$ cat src/common/ps2_pkg.sv
package ps2_pkg;

	////////////////////////////////////////
	// Frame content
	////////////////////////////////////////

	// One data byte as it comes off the wire
	typedef logic [7:0] ps2_byte_t;

	// Received frame with its check results
	typedef struct packed {
		ps2_byte_t data;
		logic      parity_err;
		logic      stop_err;
	} frame_t;

	// Receiver FSM
	typedef enum logic [2:0] {
		RX_IDLE,
		RX_DATA,
		RX_PARITY,
		RX_STOP,
		RX_DONE
	} rx_state_t;

	////////////////////////////////////////
	// Line timing
	////////////////////////////////////////

	// Equal samples needed before the filtered clock follows the line
	localparam int FILTER_LEN = 8;

	// System clocks without a falling edge before a partial frame is dropped
	localparam int TIMEOUT_CYCLES = 50000;

	typedef logic [15:0] timeout_cnt_t;

endpackage

$ cat src/common/kbd_pkg.sv
package kbd_pkg;

	////////////////////////////////////////
	// Key events
	////////////////////////////////////////

	typedef logic [7:0] scancode_t;

	// Set-2 code plus the prefix flags seen before it
	typedef struct packed {
		scancode_t code;
		logic      extended;
		logic      released;
	} key_event_t;

	localparam scancode_t PREFIX_EXT   = 8'he0;
	localparam scancode_t PREFIX_BREAK = 8'hf0;

	////////////////////////////////////////
	// Register map
	////////////////////////////////////////

	typedef logic [2:0]  reg_addr_t;
	typedef logic [15:0] reg_data_t;
	typedef logic [7:0]  err_cnt_t;

	localparam reg_addr_t ADDR_CTRL     = 3'd0;
	localparam reg_addr_t ADDR_EVENT    = 3'd1;
	localparam reg_addr_t ADDR_STATUS   = 3'd2;
	localparam reg_addr_t ADDR_ERR_PAR  = 3'd3;
	localparam reg_addr_t ADDR_ERR_STOP = 3'd4;
	localparam reg_addr_t ADDR_ERR_TMO  = 3'd5;

endpackage

$ cat src/ps2_rx/ps2_line_filter.sv
`timescale 1ns/1ns

module ps2_line_filter (
	input  logic clk,
	input  logic rst_n,
	input  logic ps2clk,
	input  logic ps2data,
	output logic clk_fall,
	output logic data_sync,
	output logic line_idle
);
	import ps2_pkg::*;

	localparam int CNT_W = $clog2(FILTER_LEN);

	logic [1:0]       clk_meta;
	logic [1:0]       data_meta;
	logic [CNT_W-1:0] agree_cnt;
	logic             clk_filt;
	logic             clk_filt_q;

	// Both lines idle high, so the flops come out of reset high
	always_ff @(posedge clk or negedge rst_n)
	begin
		if (!rst_n)
		begin
			clk_meta   <= 2'b11;
			data_meta  <= 2'b11;
			agree_cnt  <= '0;
			clk_filt   <= 1'b1;
			clk_filt_q <= 1'b1;
		end
		else
		begin
			clk_meta   <= {clk_meta[0], ps2clk};
			data_meta  <= {data_meta[0], ps2data};
			clk_filt_q <= clk_filt;
			// Count samples that disagree with the filtered level
			if (clk_meta[1] == clk_filt)
				agree_cnt <= '0;
			else if (agree_cnt == CNT_W'(FILTER_LEN - 1))
			begin
				clk_filt  <= clk_meta[1];
				agree_cnt <= '0;
			end
			else
				agree_cnt <= agree_cnt + 1'b1;
		end
	end

	assign clk_fall  = clk_filt_q & ~clk_filt;
	assign data_sync = data_meta[1];
	assign line_idle = clk_filt;

endmodule

$ cat src/ps2_rx/ps2_frame_rx.sv
`timescale 1ns/1ns

module ps2_frame_rx (
	input  logic            clk,
	input  logic            rst_n,
	input  logic            rx_enable,
	input  logic            clk_fall,
	input  logic            data_sync,
	input  logic            line_idle,
	output ps2_pkg::frame_t frame,
	output logic            frame_valid,
	output logic            timeout
);
	import ps2_pkg::*;

	rx_state_t    state;
	ps2_byte_t    shreg;
	logic [2:0]   bit_cnt;
	timeout_cnt_t tmo_cnt;
	logic         par_err;
	logic         stop_err;
	logic         tmo_hit;

	assign tmo_hit = (tmo_cnt == timeout_cnt_t'(TIMEOUT_CYCLES - 1));

	////////////////////////////////////////
	// Control FSM
	////////////////////////////////////////

	always_ff @(posedge clk or negedge rst_n)
	begin
		if (!rst_n)
		begin
			state       <= RX_IDLE;
			bit_cnt     <= '0;
			tmo_cnt     <= '0;
			frame_valid <= 1'b0;
			timeout     <= 1'b0;
		end
		else
		begin
			frame_valid <= 1'b0;
			timeout     <= 1'b0;

			case (state)
				RX_IDLE:
				begin
					bit_cnt <= '0;
					tmo_cnt <= '0;
					// Start bit is a low data line at the first edge
					if (rx_enable && clk_fall && !data_sync)
						state <= RX_DATA;
				end

				RX_DATA, RX_PARITY, RX_STOP:
				begin
					if (clk_fall)
					begin
						tmo_cnt <= '0;
						case (state)
							RX_DATA:
							begin
								bit_cnt <= bit_cnt + 1'b1;
								if (bit_cnt == 3'd7)
									state <= RX_PARITY;
							end
							RX_PARITY:
								state <= RX_STOP;
							default:
							begin
								state       <= RX_DONE;
								frame_valid <= 1'b1;
							end
						endcase
					end
					else if (tmo_hit)
					begin
						// Partial frame is dropped
						state   <= RX_IDLE;
						timeout <= 1'b1;
					end
					// Device releases the clock high while it stalls
					else if (line_idle)
						tmo_cnt <= tmo_cnt + 1'b1;
				end

				RX_DONE:
					state <= RX_IDLE;

				default:
					state <= RX_IDLE;
			endcase
		end
	end

	////////////////////////////////////////
	// Data path
	////////////////////////////////////////

	always_ff @(posedge clk)
	begin
		if (clk_fall)
		begin
			case (state)
				RX_IDLE:
				begin
					par_err  <= 1'b0;
					stop_err <= 1'b0;
				end
				// LSB arrives first
				RX_DATA:
					shreg <= {data_sync, shreg[7:1]};
				// Data plus parity must hold an odd number of ones
				RX_PARITY:
					par_err <= ~^{shreg, data_sync};
				RX_STOP:
					stop_err <= ~data_sync;
			endcase
		end
	end

	assign frame = '{data: shreg, parity_err: par_err, stop_err: stop_err};

endmodule

$ cat src/design/scan_decoder.sv
`timescale 1ns/1ns

module scan_decoder (
	input  logic                clk,
	input  logic                rst_n,
	input  ps2_pkg::frame_t     frame,
	input  logic                frame_valid,
	output kbd_pkg::key_event_t key_event,
	output logic                event_valid
);
	import kbd_pkg::*;

	logic ext_flag;
	logic brk_flag;
	logic frame_ok;

	assign frame_ok = frame_valid && !frame.parity_err && !frame.stop_err;

	////////////////////////////////////////
	// Prefix flags and event strobe
	////////////////////////////////////////

	always_ff @(posedge clk or negedge rst_n)
	begin
		if (!rst_n)
		begin
			ext_flag    <= 1'b0;
			brk_flag    <= 1'b0;
			event_valid <= 1'b0;
		end
		else
		begin
			event_valid <= 1'b0;
			if (frame_valid && !frame_ok)
			begin
				// A bad byte breaks any sequence in progress
				ext_flag <= 1'b0;
				brk_flag <= 1'b0;
			end
			else if (frame_ok)
			begin
				if (frame.data == PREFIX_EXT)
					ext_flag <= 1'b1;
				else if (frame.data == PREFIX_BREAK)
					brk_flag <= 1'b1;
				else
				begin
					event_valid <= 1'b1;
					ext_flag    <= 1'b0;
					brk_flag    <= 1'b0;
				end
			end
		end
	end

	// Final byte of a sequence, with the flags gathered so far
	always_ff @(posedge clk)
	begin
		if (frame_ok && frame.data != PREFIX_EXT && frame.data != PREFIX_BREAK)
		begin
			key_event.code     <= frame.data;
			key_event.extended <= ext_flag;
			key_event.released <= brk_flag;
		end
	end

endmodule

$ cat src/design/kbd_regs.sv
`timescale 1ns/1ns

module kbd_regs (
	input  logic                clk,
	input  logic                rst_n,
	input  logic                reg_wr,
	input  logic                reg_rd,
	input  kbd_pkg::reg_addr_t  reg_addr,
	input  kbd_pkg::reg_data_t  reg_wdata,
	input  kbd_pkg::key_event_t key_event,
	input  logic                event_valid,
	input  ps2_pkg::frame_t     frame,
	input  logic                frame_valid,
	input  logic                timeout,
	output kbd_pkg::reg_data_t  reg_rdata,
	output logic                rx_enable,
	output logic                irq
);
	import kbd_pkg::*;

	key_event_t ev_hold;
	logic       irq_enable;
	logic       pending;
	logic       overrun;
	logic       pending_d;
	logic       overrun_d;
	logic       ev_read;
	logic [2:0] err_inc;
	err_cnt_t   err_cnt [3];

	assign ev_read = reg_rd && (reg_addr == ADDR_EVENT);

	// Order follows the register map: parity, stop, timeout
	assign err_inc = {timeout, frame_valid & frame.stop_err, frame_valid & frame.parity_err};

	////////////////////////////////////////
	// Control and event holding
	////////////////////////////////////////

	// New event wins over a read in the same cycle
	always_comb
	begin
		pending_d = ev_read ? 1'b0 : pending;
		overrun_d = ev_read ? 1'b0 : overrun;
		if (event_valid)
		begin
			pending_d = 1'b1;
			overrun_d = overrun_d | (pending & ~ev_read);
		end
	end

	always_ff @(posedge clk or negedge rst_n)
	begin
		if (!rst_n)
		begin
			rx_enable  <= 1'b0;
			irq_enable <= 1'b0;
			pending    <= 1'b0;
			overrun    <= 1'b0;
			irq        <= 1'b0;
		end
		else
		begin
			if (reg_wr && reg_addr == ADDR_CTRL)
			begin
				rx_enable  <= reg_wdata[0];
				irq_enable <= reg_wdata[1];
			end
			pending <= pending_d;
			overrun <= overrun_d;
			irq     <= pending_d & irq_enable;
		end
	end

	always_ff @(posedge clk)
	begin
		if (event_valid)
			ev_hold <= key_event;
	end

	////////////////////////////////////////
	// Error counters
	////////////////////////////////////////

	always_ff @(posedge clk or negedge rst_n)
	begin
		if (!rst_n)
		begin
			for (int i = 0; i < 3; i++)
				err_cnt[i] <= '0;
		end
		else
		begin
			for (int i = 0; i < 3; i++)
			begin
				// Clear on any write, otherwise count up and stick at max
				if (reg_wr && reg_addr == ADDR_ERR_PAR + reg_addr_t'(i))
					err_cnt[i] <= '0;
				else if (err_inc[i] && err_cnt[i] != '1)
					err_cnt[i] <= err_cnt[i] + 1'b1;
			end
		end
	end

	////////////////////////////////////////
	// Read mux
	////////////////////////////////////////

	always_comb
	begin
		reg_rdata = '0;
		case (reg_addr)
			ADDR_CTRL:     reg_rdata = {14'd0, irq_enable, rx_enable};
			ADDR_EVENT:    reg_rdata = {pending, 5'd0, ev_hold};
			ADDR_STATUS:   reg_rdata = {14'd0, overrun, pending};
			ADDR_ERR_PAR:  reg_rdata = {8'd0, err_cnt[0]};
			ADDR_ERR_STOP: reg_rdata = {8'd0, err_cnt[1]};
			ADDR_ERR_TMO:  reg_rdata = {8'd0, err_cnt[2]};
			default:       reg_rdata = '0;
		endcase
	end

endmodule

$ cat src/design/kbd_top.sv
`timescale 1ns/1ns

module kbd_top (
	input  logic               clk,
	input  logic               rst_n,
	input  logic               ps2clk,
	input  logic               ps2data,
	input  logic               reg_wr,
	input  logic               reg_rd,
	input  kbd_pkg::reg_addr_t reg_addr,
	input  kbd_pkg::reg_data_t reg_wdata,
	output kbd_pkg::reg_data_t reg_rdata,
	output logic               irq
);
	import ps2_pkg::*;
	import kbd_pkg::*;

	logic       clk_fall;
	logic       data_sync;
	logic       line_idle;
	logic       rx_enable;
	frame_t     frame;
	logic       frame_valid;
	logic       timeout;
	key_event_t key_event;
	logic       event_valid;

	////////////////////////////////////////
	// PS/2 receive path
	////////////////////////////////////////

	ps2_line_filter i_ps2_line_filter (
		.clk       (clk),
		.rst_n     (rst_n),
		.ps2clk    (ps2clk),
		.ps2data   (ps2data),
		.clk_fall  (clk_fall),
		.data_sync (data_sync),
		.line_idle (line_idle)
	);

	ps2_frame_rx i_ps2_frame_rx (
		.clk         (clk),
		.rst_n       (rst_n),
		.rx_enable   (rx_enable),
		.clk_fall    (clk_fall),
		.data_sync   (data_sync),
		.line_idle   (line_idle),
		.frame       (frame),
		.frame_valid (frame_valid),
		.timeout     (timeout)
	);

	scan_decoder i_scan_decoder (
		.clk         (clk),
		.rst_n       (rst_n),
		.frame       (frame),
		.frame_valid (frame_valid),
		.key_event   (key_event),
		.event_valid (event_valid)
	);

	// Register block also watches the raw frame stream for error counts
	kbd_regs i_kbd_regs (
		.clk         (clk),
		.rst_n       (rst_n),
		.reg_wr      (reg_wr),
		.reg_rd      (reg_rd),
		.reg_addr    (reg_addr),
		.reg_wdata   (reg_wdata),
		.key_event   (key_event),
		.event_valid (event_valid),
		.frame       (frame),
		.frame_valid (frame_valid),
		.timeout     (timeout),
		.reg_rdata   (reg_rdata),
		.rx_enable   (rx_enable),
		.irq         (irq)
	);

endmodule

$ cat config.mk
export PLATFORM = sky130hd
export DESIGN_NAME = kbd_top
export DESIGN_NICKNAME = d
export VERILOG_FILES = /design/src/common/ps2_pkg.sv /design/src/common/kbd_pkg.sv /design/src/ps2_rx/ps2_line_filter.sv /design/src/ps2_rx/ps2_frame_rx.sv /design/src/design/scan_decoder.sv /design/src/design/kbd_regs.sv /design/src/design/kbd_top.sv
export SDC_FILE = /design/constraint.sdc
export NUM_CORES = 1
export LEC_CHECK = 0
export BUFFER_PORTS_ARGS = -buffer_cell sky130_fd_sc_hd__buf_4
export CORE_MARGIN = 5
export CORE_UTILIZATION = 59
export DETAILED_ROUTE_END_ITERATION = 10
export PLACE_DENSITY_LB_ADDON = 0.05
export SLEW_MARGIN = 25
export SYNTH_ARGS = -nofsm -noshare
export SYNTH_HDL_FRONTEND = slang
export SYNTH_HIERARCHICAL = 1
export SYNTH_SLANG_ARGS = --single-unit
$ cat constraint.sdc
create_clock -name clk -period 2.5 [get_ports clk]
set_input_delay 0.75 -clock clk [delete_from_list [all_inputs] [get_ports clk]]
set_output_delay 0.75 -clock clk [all_outputs]
set_load 0.05 [all_outputs]
==> impl_metrics.py, run 1 <==
metrics = {
    "drt": {
        "vias": 3359,
        "postRouteWirelength_um": 9290,
        "drtIter0Drc": 137,
        "remaining_drc_errors": 0,
        "first_pass_iters": 4,
        "via_per_inst": 5.96,
        "post_drt_wl_per_cell_um": 16.5,
        "postRouteAntennaNets": 0,
    },
    "setup_path": {
        "crit_family": "multiplexers",
        "cp_data_required_time_ns": 1.75,
        "r2r-start": "i_ps2_line_filter/line_idle",
        "arrival_ns": 1.74,
        "cp.buffers_inverters": 2,
        "slowest_delay_ns": 0.50,
        "crit_slowest_cell": "mux4_2",
        "path_max_fanout": 2,
        "crit_start": "reg_addr[0]",
        "end_kind": "output pin",
        "cp_common_cell": "buf_8",
        "critPathLaunchType": "primary input",
        "worstSetupPathType": "primary input to output pin",
        "path_cells": "buf_8, mux4_2, a22o_4, buf_8",
    },
    "finish": {
        "area_delta_synth_final_pct": 13.3,
        "fin_nets": 490,
        "final_common_cell": "dfrtp_1",
        "layout-drive-gt1-share_pct": 20.8,
        "final_cell_mix": "dfrtp_1, nor2_1, buf_4, edfxtp_1, nand2_1",
        "diodes": 0,
        "fin_area_mm2": 0.00538,
        "final_util_pct": 69.3,
    },
    "clocking": {
        "clock_sinks": 95,
        "cts_root_buffer": "clkbuf_8",
        "tritoncts": "done",
        "clk_path_buf_depth": 2,
        "insertion_delay_ns": 0.36,
        "cts_buffers": 9,
        "hold_buffers": 0,
        "postCtsSetupBuffers": 0,
        "htree_levels": 3,
        "clk_pin_slew_worst_paths_ns": 0.10,
    },
    "sta": {
        "tightest_slew_ns": 0.649,
        "finalHoldViolCount": 0,
        "min_period_over_period_pct": 99.6,
        "finalCriticalPeriod_ns": 2.49,
        "finalSetupViolCount": 0,
        "slew_violations": 0,
        "fin_worst_skew_ns": 0.0107,
        "slew_headroom_pct": 56.6,
        "rsz0062_at_grt": "yes",
        "max_freq_ghz": 0.402,
        "setup_tns_ns": 0,
    },
    "floorplan": {
        "num_rows": 32,
        "die_w_um": 99.7,
        "die_area_mm2": 0.00994,
        "start_util_pct": 61.1,
        "core_mm2": 0.00777,
        "die_y_um": 99.7,
        "ioPinCount": 42,
    },
    "logic_synthesis": {
        "seq_area_frac_synth_pct": 53.4,
        "synth.distinct_cells": 72,
        "yosys_register_bits": 95,
        "netlist_instances": 425,
        "synthArstFlopShare_pct": 68.4,
        "synth_edf_count": 30,
        "syn_avg_cell_area_um2": 11.2,
        "yosys_warnings": 6,
        "synth_ff_type": "dfrtp_1",
        "netlist_area_mm2": 0.00475,
    },
    "power_and_ir_drop": {
        "powerDensity_mw_per_mm2": 648,
        "intPower_mw": 2.52,
        "power.switching_uw": 967,
        "vdd_drop_max_mv": 0.409,
        "leakagePower_nw": 2.26,
        "pwr-share-comb_pct": 16.7,
        "p_seq_share_pct": 51.6,
        "clkPwrFrac_pct": 31.7,
        "switching_share_pct": 27.7,
    },
    "placement": {
        "dp_hpwl_um": 6640,
        "finalWeightedCongestion": 0.880,
        "place_area_mm2": 0.00508,
        "io_buffers": 22,
    },
    "run_status": {
        "outcome": "complete, no violations",
    },
    "run": {
        "maxCapViolCount": 0,
    },
    "global_route": {
        "grt_max_degree": 36,
        "grt_use_total_pct": 20.1,
        "grt_pass1_wl_um": 15800,
        "grt_pass1_vias": 3317,
        "antenna_found_initial": 0,
        "overflow": 0,
    },
    "min_path": {
        "hold_class": "primary input to asynchronous set/reset pin",
    },
}
[cell families after synthesis]
logic type                 Yosys count  share of synthesized area [%]
DFF                                 95                           53.4
adders and majority gates            8                           2.11
xor gates and xnor gates            22                           4.06
muxes                               17                           4.01
AOI/OAI and AO/OA                   93                           12.9
buffers and inverters               34                           4.45
and+or+nand+nor                    155                           19.1
other                                1                         0.0790
[sequential cells by signal, summed over array words and instances (netlist names), 2 cells and up]
register and flops:
i_kbd_regs/err_cnt 24, i_ps2_frame_rx/tmo_cnt 16, i_kbd_regs/ev_hold 10, i_scan_decoder/key_event 10
i_ps2_frame_rx/shreg 8, i_ps2_frame_rx/bit_cnt 3, i_ps2_frame_rx/state 3, i_ps2_line_filter/agree_cnt 3
i_ps2_line_filter/clk_meta 2, i_ps2_line_filter/data_meta 2
[synth_stat cells (all sizes together) (3+ instances only)]
library cell  number  area [µm²]
o21bai             4        33.8
nor3b              4        40.0
mux2i             10         100
o21ai             25         125
and4               5        46.3
dfstp              6         158
a31oi              8        50.1
mux2               6        67.6
edfxtp            30         901
or3                5        36.3
o2111ai            3        32.5
a22o               4        35.0
and3               7        48.8
inv               12        47.6
nor4b              5        65.1
nor2              44         165
o22ai              4        25.0
ha                 8         100
nand2             22        82.6
xor2              13         114
clkbuf             3        12.5
a21o               4        30.0
nand4             12        96.3
a21oi             19        98.9
a22oi              5        37.5
dfrtp             59        1480
nor3              10        55.1
o211ai             4        30.0
buf               19         151
xnor2              9        78.8
and2              13        82.6
nor2b              3        18.8
nand3             14        70.1
o31ai              3        22.5
[cell type report]
cell class | count | area, µm²
fill | 577 | 2390
multi-input combinational | 300 | 2110
clock inverter | 6 | 92.6
tap | 102 | 128
sequential | 95 | 2530
timing repair buffer | 39 | 344
clock buffer | 10 | 128
inverter | 12 | 47.5
[routing by layer]
layer  vias up  share of wire, %  GRT usage (%)
met5         -                 0              0
met4         0               2.2           8.19
met3        15               3.9           2.88
met2        70                49           34.5
met1      1654                45           25.5
li1       1620                 -              -
[timing repair]
action,CTS,global route
pin swaps,0,1
gates cloned,0,0
setup endpoints to repair,4,9
resized for setup,5,12
[metrics by stage]
step | power (mW) | setup WS [ns] | hold WS (ns) | instances
2_1_floorplan | 2.22 | -0.156 | 0.345 | 429
3_3_place_gp | 2.37 | -0.0601 | 0.346 | 548
3_5_place_dp | 2.39 | -0.0571 | 0.347 | 548
4_1_cts | 3.51 | -0.0308 | 0.340 | 564
5_1_grt | 3.67 | -0.00847 | 0.357 | 564
6_report | 3.49 | 0.00967 | 0.330 | 564
[power groups by stage]
stage	Sequential, mW	Combinational, mW	Clock [mW]
final	1.80	0.582	1.11
after global placement	1.82	0.549	0
after detailed placement	1.83	0.565	0
after global routing	1.81	0.648	1.21
after floorplan	1.79	0.438	0
after CTS	1.80	0.574	1.14
[path summary, 6_finish.rpt]
check	to	slack [ns]	cells after the start
max	reg_rdata[0]	0.01	4
min	i_kbd_regs/irq	0.33	1
max reg2reg	i_ps2_frame_rx/tmo_cnt[9]	0.41	7
min reg2reg	i_ps2_line_filter/data_meta[1]	0.36	0
max in group asynchronous	i_ps2_line_filter/clk_filt_q	1.58	2
min in group clk	i_ps2_line_filter/data_meta[1]	0.36	0
No activity file was read; power rests on OpenSTA's default activity.
==> run 2, diff against run 1 <==
--- a/config.mk
+++ b/config.mk
@@ -10,8 +10,7 @@
 export CORE_UTILIZATION = 59
 export DETAILED_ROUTE_END_ITERATION = 10
 export PLACE_DENSITY_LB_ADDON = 0.05
-export SLEW_MARGIN = 25
+export SLEW_MARGIN = 20
 export SYNTH_ARGS = -nofsm -noshare
 export SYNTH_HDL_FRONTEND = slang
-export SYNTH_HIERARCHICAL = 1
 export SYNTH_SLANG_ARGS = --single-unit
==> run 2 against run 1 <==
  * Combinational power decreased by 0.9%
  * Die area fell by 1.4%
  * Sequential power about the same
==> impl_metrics.py, run 2 <==
metrics = {
    "setup_path": {
        "arrival_ns": 1.69,
        "path_cells": "buf_6, nor2b_4, buf_4, a21oi_2, o21ai_2, buf_4",
        "crit_slowest_cell": "nor2b_4",
        "cp.buffers_inverters": 3,
        "critPathLaunchType": "primary input",
        "cp_common_cell": "buf_4",
        "reg2reg_to": "i_ps2_frame_rx.tmo_cnt[13]",
        "path_max_fanout": 14,
        "crit_family": "buffers and inverters",
        "worstSetupPathType": "primary input to output pin",
        "r2r_slack_ns": 0.42,
        "path_depth": 6,
        "cp_data_required_time_ns": 1.75,
        "reg2reg_depth": 6,
        "r2r-start": "i_ps2_frame_rx.tmo_cnt[0]",
        "slowest_delay_ns": 0.26,
        "end_kind": "output pin",
    },
    "sta": {
        "finalCriticalPeriod_ns": 2.44,
        "slew_violations": 0,
        "min_period_over_period_pct": 97.8,
        "max_freq_ghz": 0.409,
        "setup_tns_ns": 0,
        "finalHoldViolCount": 0,
        "tightest_slew_ns": 0.521,
        "rsz0062_at_grt": "no",
        "finalSetupViolCount": 0,
        "fin_worst_skew_ns": 0.00864,
        "slew_headroom_pct": 65.0,
    },
    "logic_synthesis": {
        "synth_most_common_cell": "dfrtp_1",
        "netlist_instances": 418,
        "yosys_register_bits": 95,
        "netlist.area_leader.share_pct": 31.6,
        "synthTopCellsByArea": "dfrtp_1, edfxtp_1, dfstp_2",
        "synth_ff_type": "dfrtp_1",
        "synth_common_cells": "dfrtp_1, nor2_1, edfxtp_1, a21oi_1, nand2_1",
        "netlist_area_mm2": 0.00467,
        "seq_area_frac_synth_pct": 54.3,
        "syn_avg_cell_area_um2": 11.2,
        "yosys_warnings": 0,
        "synth.distinct_cells": 68,
        "synth_edf_count": 30,
        "synthArstFlopShare_pct": 68.4,
        "synth_area_leader_cell": "dfrtp_1",
    },
    "floorplan": {
        "start_util_pct": 60.5,
        "core_mm2": 0.00773,
        "die_area_mm2": 0.00980,
        "die_y_um": 99.0,
        "die_w_um": 99.0,
        "ioPinCount": 42,
        "num_rows": 32,
    },
    "power_and_ir_drop": {
        "p_total_mw": 3.39,
        "powerDensity_mw_per_mm2": 629,
        "leakagePower_nw": 2.22,
        "vdd_drop_max_mv": 0.400,
    },
    "global_route": {
        "grt_use_total_pct": 19.9,
        "grt_pass1_vias": 3315,
        "grt_pass1_wl_um": 15700,
        "grt_max_degree": 35,
        "overflow": 0,
        "antenna_found_initial": 0,
    },
    "drt": {
        "remaining_drc_errors": 0,
        "drtIter0Drc": 113,
        "first_pass_iters": 4,
        "vias": 3397,
        "postRouteAntennaNets": 0,
        "postRouteWirelength_um": 9270,
        "via_per_inst": 6.07,
        "post_drt_wl_per_cell_um": 16.5,
    },
    "clocking": {
        "clk_pin_slew_worst_paths_ns": 0.09,
        "insertion_delay_ns": 0.36,
        "cts_root_buffer": "clkbuf_8",
        "htree_levels": 3,
        "clk_path_buf_depth": 2,
        "tritoncts": "done",
        "cts_buffers": 9,
        "hold_buffers": 0,
        "clock_sinks": 95,
    },
    "placement": {
        "place_area_mm2": 0.00512,
        "dp_hpwl_um": 6700,
        "io_buffers": 22,
        "finalWeightedCongestion": 0.853,
    },
    "finish": {
        "area_delta_synth_final_pct": 15.5,
        "final_util_pct": 69.9,
        "diodes": 0,
        "largest_reg_flops": 24,
        "layout-drive-gt1-share_pct": 22.5,
        "final_common_cell": "dfrtp_1",
        "fin_nets": 486,
        "top_register": "i_kbd_regs.err_cnt",
        "fin_area_mm2": 0.00540,
        "final_cell_mix": "dfrtp_1, buf_4, nor2_1, edfxtp_1, nand2_1",
        "top_regs": "i_kbd_regs.err_cnt: 24 flops, i_ps2_frame_rx.tmo_cnt: 16 flops",
    },
    "min_path": {
        "hold_class": "primary input to asynchronous set/reset pin",
    },
    "run_status": {
        "outcome": "complete, no violations",
    },
    "run": {
        "maxCapViolCount": 0,
    },
}
run 2: cell types whose count changed after synthesis, moves of 5 or more:
cell	before	now
buf_6	5	0
o21ai_1	8	3
nor2_1	44	35
o21ai_0	17	12
clkbuf_1	2	7
buf_4	10	5
mux2_2	2	7
nor4_1	1	6
run 2: timing repair:
action | 4_1_cts | 5_1_grt
resized for setup | 9 | 7
buffers inserted | 0 | 1
pin swaps | 0 | 2
endpoints found under the hold margin | 0 | 0
endpoints found under the setup margin | 10 | 9
run 2: layout make-up:
class,instances,area (µm²)
well taps,102,128
fillers,572,2330
multi-input cells,293,2160
inverters,15,57.6
flip-flops and latches,95,2530
repair buffers,39,317
clock inverters,6,68.8
clock buffers,10,128
run 2: worst max path at each step:
stage | slack [ns] | to | start
2_1_floorplan | -0.02 | reg_rdata[5] | reg_addr[0]
3_3_place_gp | -0.18 | reg_rdata[15] | reg_addr[0]
3_5_place_dp | -0.17 | reg_rdata[3] | reg_addr[2]
4_1_cts | -0.004 | reg_rdata[5] | reg_addr[2]
5_1_grt | 0.004 | reg_rdata[5] | reg_addr[2]
6_report | 0.06 | reg_rdata[5] | reg_addr[2]
run 2: logic make-up after synthesis:
group / synth area share (%)
simple gates: 19.0
flops: 54.3
compound gates: 13.4
buf+inv: 3.27
xor+xnor: 4.23
mux: 3.62
fa+ha+maj: 2.14
other cells: 0.0803
run 2: per-stage QoR:
stage / std cells / setup WS [ns] / hold WS (ns)
2_1_floorplan: 422 / -0.0187 / 0.345
3_5_place_dp: 543 / -0.167 / 0.348
5_1_grt: 560 / 0.00360 / 0.326
6_report: 560 / 0.0556 / 0.315
4_1_cts: 559 / -0.00404 / 0.316
3_3_place_gp: 543 / -0.176 / 0.347
run 2: power breakdown:
part           switching [mW]  internal [mW]  leakage [nW]
Combinational           0.351          0.226         0.988
Sequential             0.0970           1.71          1.14
Clock                   0.542          0.469        0.0934
run 2: routing by layer:
| layer | track usage, % | up-vias | part of all wire [%] |
|---|---|---|---|
| li1 | - | 1638 | - |
| met1 | 25.2 | 1685 | 44 |
| met2 | 33.7 | 61 | 51 |
| met3 | 3.89 | 13 | 3.8 |
| met4 | 7.88 | 0 | 1.4 |
| met5 | 0 | - | 0 |
